==> config.mk <==
export PLATFORM = sky130hd
export DESIGN_NAME = farm_monitor_top
export DESIGN_NICKNAME = d
export VERILOG_FILES = /design/src/verilog/farm_pkg.sv /design/src/verilog/farm_monitor_top.sv /design/src/verilog/alarm_output.sv /design/src/verilog/env_checker.sv /design/src/verilog/sensor_averager.sv
export VERILOG_INCLUDE_DIRS = /design/src /design/src/verilog
export SDC_FILE = /design/constraint.sdc
export NUM_CORES = 1
export LEC_CHECK = 0
export BUFFER_PORTS_ARGS = -buffer_cell sky130_fd_sc_hd__buf_2
export CORE_AREA = 4 4 212 214
export CTS_BUF_LIST = sky130_fd_sc_hd__clkbuf_16
export CTS_CLUSTER_SIZE = 12
export DETAILED_ROUTE_END_ITERATION = 7
export DIE_AREA = 0 0 216 218
export GPL_TIMING_DRIVEN = 0
export SYNTH_ARGS = -nofsm -noshare
export SYNTH_HDL_FRONTEND = slang
export SYNTH_SLANG_ARGS = --single-unit
export TNS_END_PERCENT = 100
==> constraint.sdc <==
create_clock -name clk -period 14.35 [get_ports clk]
set_clock_uncertainty 0.05 [all_clocks]
set_input_delay 3.5875 -clock clk [delete_from_list [all_inputs] [get_ports clk]]
set_output_delay 3.5875 -clock clk [all_outputs]
set_load 0.01 [all_outputs]
==> src/verilog/farm_macros.svh <==
// ====================
// Widths, history depth and sensor bands for the farm monitor
// Include in the package and in every RTL file
// ====================
`ifndef FARM_MACROS_SVH
`define FARM_MACROS_SVH

// ====================
// Datapath sizes
// ====================
`define FARM_READING_W  8   // One reading on the sensor bus
`define FARM_SUM_W      10  // Four 8-bit samples fit without overflow
`define FARM_HIST_DEPTH 4   // Samples in the running average
`define FARM_N_SENSORS  4   // Soil, temp, humidity, light

// ====================
// Allowed average bands, pea microgreens
// ====================
`define FARM_SOIL_MIN   8'd140  // Too dry below
`define FARM_SOIL_MAX   8'd210  // Too wet above
`define FARM_TEMP_MIN   8'd100
`define FARM_TEMP_MAX   8'd160
`define FARM_HUMID_MIN  8'd120
`define FARM_HUMID_MAX  8'd190
`define FARM_LIGHT_MIN  8'd80   // Too dark
`define FARM_LIGHT_MAX  8'd220  // Too bright

// Averages a healthy sensor never settles on
`define FARM_EXTREME_LO 8'd0
`define FARM_EXTREME_HI 8'd255

`endif
==> src/verilog/farm_pkg.sv <==
// ====================
// Types shared by the farm monitor stages and its testbench
// ====================
`include "farm_macros.svh"

package farm_pkg;

    // Sensor selected on the shared reading bus
    typedef enum logic [1:0] {
        SENSOR_SOIL  = 2'd0,
        SENSOR_TEMP  = 2'd1,
        SENSOR_HUMID = 2'd2,
        SENSOR_LIGHT = 2'd3
    } sensor_e;

    // Averager to checker
    typedef struct packed {
        logic                         valid;  // One cycle per accepted sample
        sensor_e                      sensor;
        logic [`FARM_READING_W-1:0]   raw;    // Reading as received
        logic [`FARM_READING_W-1:0]   avg;    // New four-sample average
    } avg_sample_t;

    // Checker to output stage
    // Bit n of alert and fault belongs to sensor n
    typedef struct packed {
        logic                         valid;
        logic [`FARM_N_SENSORS-1:0]   alert;  // Average out of band
        logic [`FARM_N_SENSORS-1:0]   fault;  // Stuck or extreme
        logic [`FARM_READING_W-1:0]   avg;    // Level of sensor just sampled
    } check_result_t;

endpackage

==> src/verilog/farm_monitor_top.sv <==
// ====================
// Microgreen environment monitor, three registered stages
// level_valid pulses 3 cycles after each ena edge
// ====================
`timescale 1ns/1ps
`include "farm_macros.svh"

module farm_monitor_top
    import farm_pkg::*;
(
    input  logic                       clk,
    input  logic                       rst_n,
    input  logic                       ena,
    input  sensor_e                    sensor_sel,
    input  logic [`FARM_READING_W-1:0] reading,
    output logic                       buzzer,
    output logic [`FARM_N_SENSORS-1:0] alert_code,
    output logic [`FARM_N_SENSORS-1:0] fault_code,
    output logic [`FARM_READING_W-1:0] level,
    output logic                       level_valid
);

    // ====================
    // Stage links
    // ====================
    avg_sample_t   avg_sample;    // Averager to checker
    check_result_t check_result;  // Checker to output

    sensor_averager i_sensor_averager (
        .clk        (clk),
        .rst_n      (rst_n),
        .ena        (ena),
        .sensor_sel (sensor_sel),
        .reading    (reading),
        .sample     (avg_sample)
    );

    env_checker i_env_checker (
        .clk    (clk),
        .rst_n  (rst_n),
        .sample (avg_sample),
        .result (check_result)
    );

    alarm_output i_alarm_output (
        .clk         (clk),
        .rst_n       (rst_n),
        .result      (check_result),
        .buzzer      (buzzer),
        .alert_code  (alert_code),
        .fault_code  (fault_code),
        .level       (level),
        .level_valid (level_valid)
    );

endmodule

==> src/verilog/alarm_output.sv <==
// ====================
// Output stage: codes, buzzer and reported level, held between samples
// ====================
`timescale 1ns/1ps
`include "farm_macros.svh"

module alarm_output
    import farm_pkg::*;
(
    input  logic                       clk,
    input  logic                       rst_n,
    input  check_result_t              result,
    output logic                       buzzer,       // Any alert or fault
    output logic [`FARM_N_SENSORS-1:0] alert_code,
    output logic [`FARM_N_SENSORS-1:0] fault_code,
    output logic [`FARM_READING_W-1:0] level,        // Last reported average
    output logic                       level_valid   // One pulse per sample
);

    always_ff @(posedge clk) begin
        if (!rst_n) begin
            buzzer      <= 1'b0;
            alert_code  <= '0;
            fault_code  <= '0;
            level       <= '0;
            level_valid <= 1'b0;
        end else begin
            level_valid <= result.valid;
            if (result.valid) begin
                alert_code <= result.alert;
                fault_code <= result.fault;
                level      <= result.avg;
                buzzer     <= (|result.alert) | (|result.fault);
            end
            // Otherwise everything but the pulse holds
        end
    end

endmodule

==> src/verilog/env_checker.sv <==
// ====================
// Processing stage with band alerts and stuck/extreme faults per sensor
// Flags of a sensor change only when that sensor is sampled
// ====================
`timescale 1ns/1ps
`include "farm_macros.svh"

module env_checker
    import farm_pkg::*;
(
    input  logic          clk,
    input  logic          rst_n,
    input  avg_sample_t   sample,
    output check_result_t result
);

    localparam int RD_W = `FARM_READING_W;
    localparam int N_S  = `FARM_N_SENSORS;

    // ====================
    // Flag and history state
    // ====================
    logic [RD_W-1:0] last_raw [N_S];   // Previous raw reading per sensor
    logic [N_S-1:0]  alert_q;          // Sticky until next sample of that sensor
    logic [N_S-1:0]  fault_q;
    logic [RD_W-1:0] avg_q;
    logic            valid_q;

    logic [RD_W-1:0] band_min;
    logic [RD_W-1:0] band_max;
    logic            stuck;
    logic            extreme;
    logic [N_S-1:0]  alert_nxt;
    logic [N_S-1:0]  fault_nxt;

    // Band of the sensor being checked
    always_comb begin
        unique case (sample.sensor)
            SENSOR_SOIL: begin
                band_min = `FARM_SOIL_MIN;
                band_max = `FARM_SOIL_MAX;
            end
            SENSOR_TEMP: begin
                band_min = `FARM_TEMP_MIN;
                band_max = `FARM_TEMP_MAX;
            end
            SENSOR_HUMID: begin
                band_min = `FARM_HUMID_MIN;
                band_max = `FARM_HUMID_MAX;
            end
            SENSOR_LIGHT: begin
                band_min = `FARM_LIGHT_MIN;
                band_max = `FARM_LIGHT_MAX;
            end
        endcase
    end

    // New flags where only the sampled sensor's bit moves
    always_comb begin
        stuck   = (sample.raw == last_raw[sample.sensor]);  // Repeat of own last value
        extreme = (sample.avg == `FARM_EXTREME_LO) || (sample.avg == `FARM_EXTREME_HI);

        alert_nxt = alert_q;
        fault_nxt = fault_q;
        alert_nxt[sample.sensor] = (sample.avg < band_min) || (sample.avg > band_max);
        fault_nxt[sample.sensor] = stuck || extreme;
    end

    always_ff @(posedge clk) begin
        if (!rst_n) begin
            for (int s = 0; s < N_S; s++) begin
                last_raw[s] <= '0;  // First sample compares against 0
            end
            alert_q <= '0;
            fault_q <= '0;
            avg_q   <= '0;
            valid_q <= 1'b0;
        end else begin
            valid_q <= sample.valid;
            if (sample.valid) begin
                alert_q <= alert_nxt;
                fault_q <= fault_nxt;
                avg_q   <= sample.avg;
                last_raw[sample.sensor] <= sample.raw;
            end
        end
    end

    // Result register, one cycle behind the flags
    always_ff @(posedge clk) begin
        if (!rst_n) begin
            result <= '0;
        end else begin
            result.valid <= valid_q;
            result.alert <= alert_q;
            result.fault <= fault_q;
            result.avg   <= avg_q;
        end
    end

endmodule

==> src/verilog/sensor_averager.sv <==
// ====================
// Input stage: per-sensor history and four-sample running average
// One registered avg_sample_t per ena cycle
// ====================
`timescale 1ns/1ps
`include "farm_macros.svh"

module sensor_averager
    import farm_pkg::*;
(
    input  logic                       clk,
    input  logic                       rst_n,
    input  logic                       ena,         // Sample strobe, no handshake
    input  sensor_e                    sensor_sel,
    input  logic [`FARM_READING_W-1:0] reading,
    output avg_sample_t                sample
);

    localparam int RD_W  = `FARM_READING_W;
    localparam int SUM_W = `FARM_SUM_W;
    localparam int PTR_W = $clog2(`FARM_HIST_DEPTH);

    // ====================
    // Per-sensor state
    // ====================
    logic [RD_W-1:0]  hist   [`FARM_N_SENSORS][`FARM_HIST_DEPTH];
    logic [PTR_W-1:0] wr_ptr [`FARM_N_SENSORS];  // Own pointer per sensor
    logic [SUM_W-1:0] sum    [`FARM_N_SENSORS];  // Running total of history

    logic [RD_W-1:0]  oldest;   // Entry about to be overwritten
    logic [SUM_W-1:0] sum_nxt;  // Sum including the new reading

    // Sum update for the selected sensor
    always_comb begin
        oldest  = hist[sensor_sel][wr_ptr[sensor_sel]];
        sum_nxt = sum[sensor_sel] - SUM_W'(oldest) + SUM_W'(reading);
    end

    always_ff @(posedge clk) begin
        if (!rst_n) begin
            for (int s = 0; s < `FARM_N_SENSORS; s++) begin
                for (int d = 0; d < `FARM_HIST_DEPTH; d++) begin
                    hist[s][d] <= '0;
                end
                wr_ptr[s] <= '0;
                sum[s]    <= '0;
            end
            sample <= '0;
        end else begin
            sample.valid <= ena;  // Single-cycle strobe
            if (ena) begin
                // Oldest slot takes the new reading
                hist[sensor_sel][wr_ptr[sensor_sel]] <= reading;
                sum[sensor_sel]    <= sum_nxt;
                wr_ptr[sensor_sel] <= wr_ptr[sensor_sel] + PTR_W'(1);

                sample.sensor <= sensor_sel;
                sample.raw    <= reading;
                sample.avg    <= RD_W'(sum_nxt >> PTR_W);  // Divide by depth
            end
        end
    end

endmodule

==> flow_metrics.env <==
export IMPL_overflow=0
export IMPL_clock_root_buffer="clkbuf_16"
export IMPL_finalSetupViolations=0
export IMPL_rows=76
export IMPL_path_clk_slew_ps=60
export IMPL_viasPerCell=4.986
export IMPL_yosys_area_top_type="edfxtp_1"
export IMPL_grt_pass1_wl_microns=50490
export IMPL_path_cells="buf_2 > buf_2 > clkbuf_1 > mux4_2 > mux2_2 > nand2_1 > o21ai_0 > fa_1 > inv_1 > ha_1 > nor2b_1 > o21a_1 > o21a_1 > o2111a_1 > nor3_1 > nor2_1"
export IMPL_numCtsBuffers=30
export IMPL_drc=0
export IMPL_wl_microns=32230
export IMPL_cp_top_family="buffers and inverters"
export IMPL_synth_nets=1037
export IMPL_slew_headroom=0.03782
export IMPL_worstHoldStart="i_env_checker.valid_q"
export IMPL_cp_max_fo=10
export IMPL_net_switching_power_uw=522.1
export IMPL_clk_path_buf_depth=3
export IMPL_max_freq_mhz=127.9
export IMPL_post_cts_buffers=0
export IMPL_insertion_delay_ps=550
export IMPL_core_sq_um=42890
export IMPL_synth_area_per_cell_sq_um=13.02
export IMPL_portBuffers=29
export IMPL_p_sw_frac=0.2659
export IMPL_max_stage_delay_ps=600
export IMPL_wire_per_inst_microns=19.49
export IMPL_vias=8247
export IMPL_yosys_warnings=0
export IMPL_rsz0062_at_grt="no"
export IMPL_status="completed"
export IMPL_synth_common_cells="edfxtp_1, nor3_1, nor2_1"
export IMPL_fillers=4181
export IMPL_maxCapViolations=0
export IMPL_synth_top_area_share=0.4864
export IMPL_min_period_ps=7817
export IMPL_synth_area_sq_um=12840
export IMPL_leakage_nw=5.584
export IMPL_rr_startpoint="i_sensor_averager.wr_ptr[1][1]"
export IMPL_endpoint_kind="register"
export IMPL_yosysMostFrequentCell="edfxtp_1"
export IMPL_fin_crit_sh=0.5447
export IMPL_grt_max_degree=15
export IMPL_min_path_type="register to register"
export IMPL_crit_type="input port to register"
export IMPL_synth_cells=986
export IMPL_worst_setup_path_start_kind="input port"
export IMPL_crit_path_start="sensor_sel[1]"
export IMPL_gp_congestion=0.9235
export IMPL_hold_buffers=0
export IMPL_comb_power_share=0.154
export IMPL_antenna_found_initial=2
export IMPL_fin_tns_setup_ps=0
export IMPL_io_pins=31
export IMPL_die_width_microns=216
export IMPL_synth_edf_count=208
export IMPL_grt_pass1_vias=8467
export IMPL_initial_core_util=0.2994
export IMPL_ys_top_cells_by_area="edfxtp_1, dfxtp_1, mux4_2"
export IMPL_max_vdd_ir_drop_mv=0.1186
export IMPL_worst_ep_arrival_time_ps=8030
export IMPL_intPower_mw=1.441
export IMPL_power_density_nw_per_um2=134.1
export IMPL_seq_power_share=0.484
export IMPL_finalNetCount=1101
export IMPL_post_cts_resized=0
export IMPL_ant_nets=0
export IMPL_worstPathRequired_ps=14570
export IMPL_ys_seq_area_frac=0.6002
export IMPL_final_util=0.3414
export IMPL_hold_viol_final=0
export IMPL_drt_iter0_drc=754
export IMPL_clkPwrFrac=0.362
export IMPL_synth_distinct_cells=48
export IMPL_synthFlopType="edfxtp_1"
export IMPL_slowest_stage="nor3_1"
export IMPL_synth_async_sr_flop_share=0
export IMPL_cts_sinks=281
export IMPL_hpwl_microns=22380
export IMPL_h_tree_depth=1
export IMPL_worst_slew_pin_slew_ps=1431
export IMPL_die_height_microns=218
export IMPL_dieArea_sq_um=47090
export IMPL_area_growth_pct=14.01
export IMPL_cts_tree="built"
export IMPL_drtPass1Iterations=7
export IMPL_critPathBufInv=4
export IMPL_slew_violations=0
export IMPL_grtUsageTotal=0.1356
export IMPL_ys_ff_latch=281
export IMPL_drive_above_1_share=0.1414
-- worst reg2reg max path: stages (launching register included) --
cell	delay (ps)
edfxtp_1	380
mux4_1	490
buf_2	220
buf_4	230
mux2i_1	260
o21ai_0	220
fa_1	550
inv_1	40
ha_1	320
nor2b_1	160
o21a_1	180
o21a_1	210
o2111a_1	250
nor3_1	600
nor2_1	110
-- registers in the layout (all words and copies together) (netlist names), 8 cells and up, named ones only --
| name | cells |
|---|---|
| i_sensor_averager.hist | 128 |
| i_sensor_averager.sum | 40 |
| i_env_checker.last_raw | 32 |
| i_sensor_averager.sample | 19 |
| i_env_checker.result | 17 |
| i_alarm_output.level | 8 |
| i_env_checker.avg_q | 8 |
| i_sensor_averager.wr_ptr | 8 |
-- area by class of cell --
class                   count  area [sq um]  share of cell area
well taps                 585         732.0             0.05000
multi-input cells         570          4566              0.3119
repair buffers             32         172.7             0.01179
inverters                  59         221.5             0.01513
clock inverters            19         111.4            0.007606
flip-flops and latches    281          7707              0.5265
diodes                      1         2.502           0.0001709
plain buffers              76         351.6             0.02402
clock buffers              31         775.7             0.05299
-- metrics by stage --
step                hold WS, ps  setup WS [ps]  instances  instance area, sq um  power [mW]
floorplan                 361.9           6979        986                 12840       1.175
global placement          374.1           6085       1600                 13720       1.259
detailed placement        383.5           6007       1602                 13740       1.268
CTS                       392.7           6572       1652                 14630       1.975
global route              405.8           6253       1654                 14640       2.051
finish                    393.0           6533       1654                 14640       1.963
-- final timing paths --
| kind | cells past startpoint | to | slack (ps) |
|---|---|---|---|
| max reg2reg | 14 | i_sensor_averager.sum[2][6] | 9780 |
| min | 1 | i_env_checker.result[16] | 390 |
| max | 16 | i_sensor_averager.sum[2][6] | 6530 |
| min reg2reg | 1 | i_env_checker.result[16] | 390 |
-- cells in the final DEF, fill, tap and decap left out, types with 12 or more instances in the layout --
cell type,synthesis,routed
ha_1,30,30
and3_1,42,42
buf_2,14,43
nor3_1,75,75
inv_1,57,65
nor2_1,74,74
clkbuf_16,0,31
edfxtp_1,208,208
clkbuf_1,45,45
o21ai_0,31,24
nand2_1,42,42
a21oi_1,12,12
nor4_1,40,40
and2_1,47,47
mux2i_1,43,43
mux4_2,47,47
dfxtp_1,73,73
-- logic make-up after synthesis --
kind of cell               share of synthesized area
buffers and inverters                        0.04463
DFF                                           0.6002
and+or+nand+nor                               0.1380
xor gates and xnor gates                    0.006821
AOI/OAI and AO/OA                            0.03547
muxes                                         0.1332
adders and majority gates                    0.04170
-- power groups by stage --
| stage | Combinational [mW] | Clock (mW) | Sequential [mW] |
|---|---|---|---|
| 2_1_floorplan | 0.219 | 0 | 0.956 |
| 3_3_place_gp | 0.292 | 0 | 0.967 |
| 3_5_place_dp | 0.300 | 0 | 0.968 |
| 4_1_cts | 0.301 | 0.722 | 0.952 |
| 5_1_grt | 0.339 | 0.756 | 0.956 |
| 6_report | 0.303 | 0.710 | 0.951 |
-- metal layers --
| metal | wire length, microns | global-route usage | vias to the layer above |
|---|---|---|---|
| met5 | 10 | 0 | - |
| met1 | 14110 | 0.1873 | 4098 |
| met2 | 15180 | 0.2184 | 300 |
| met3 | 2023 | 0.02327 | 65 |
| li1 | - | - | 3782 |
| met4 | 901 | 0.04438 | 2 |
(Power assumes the default switching activity.)
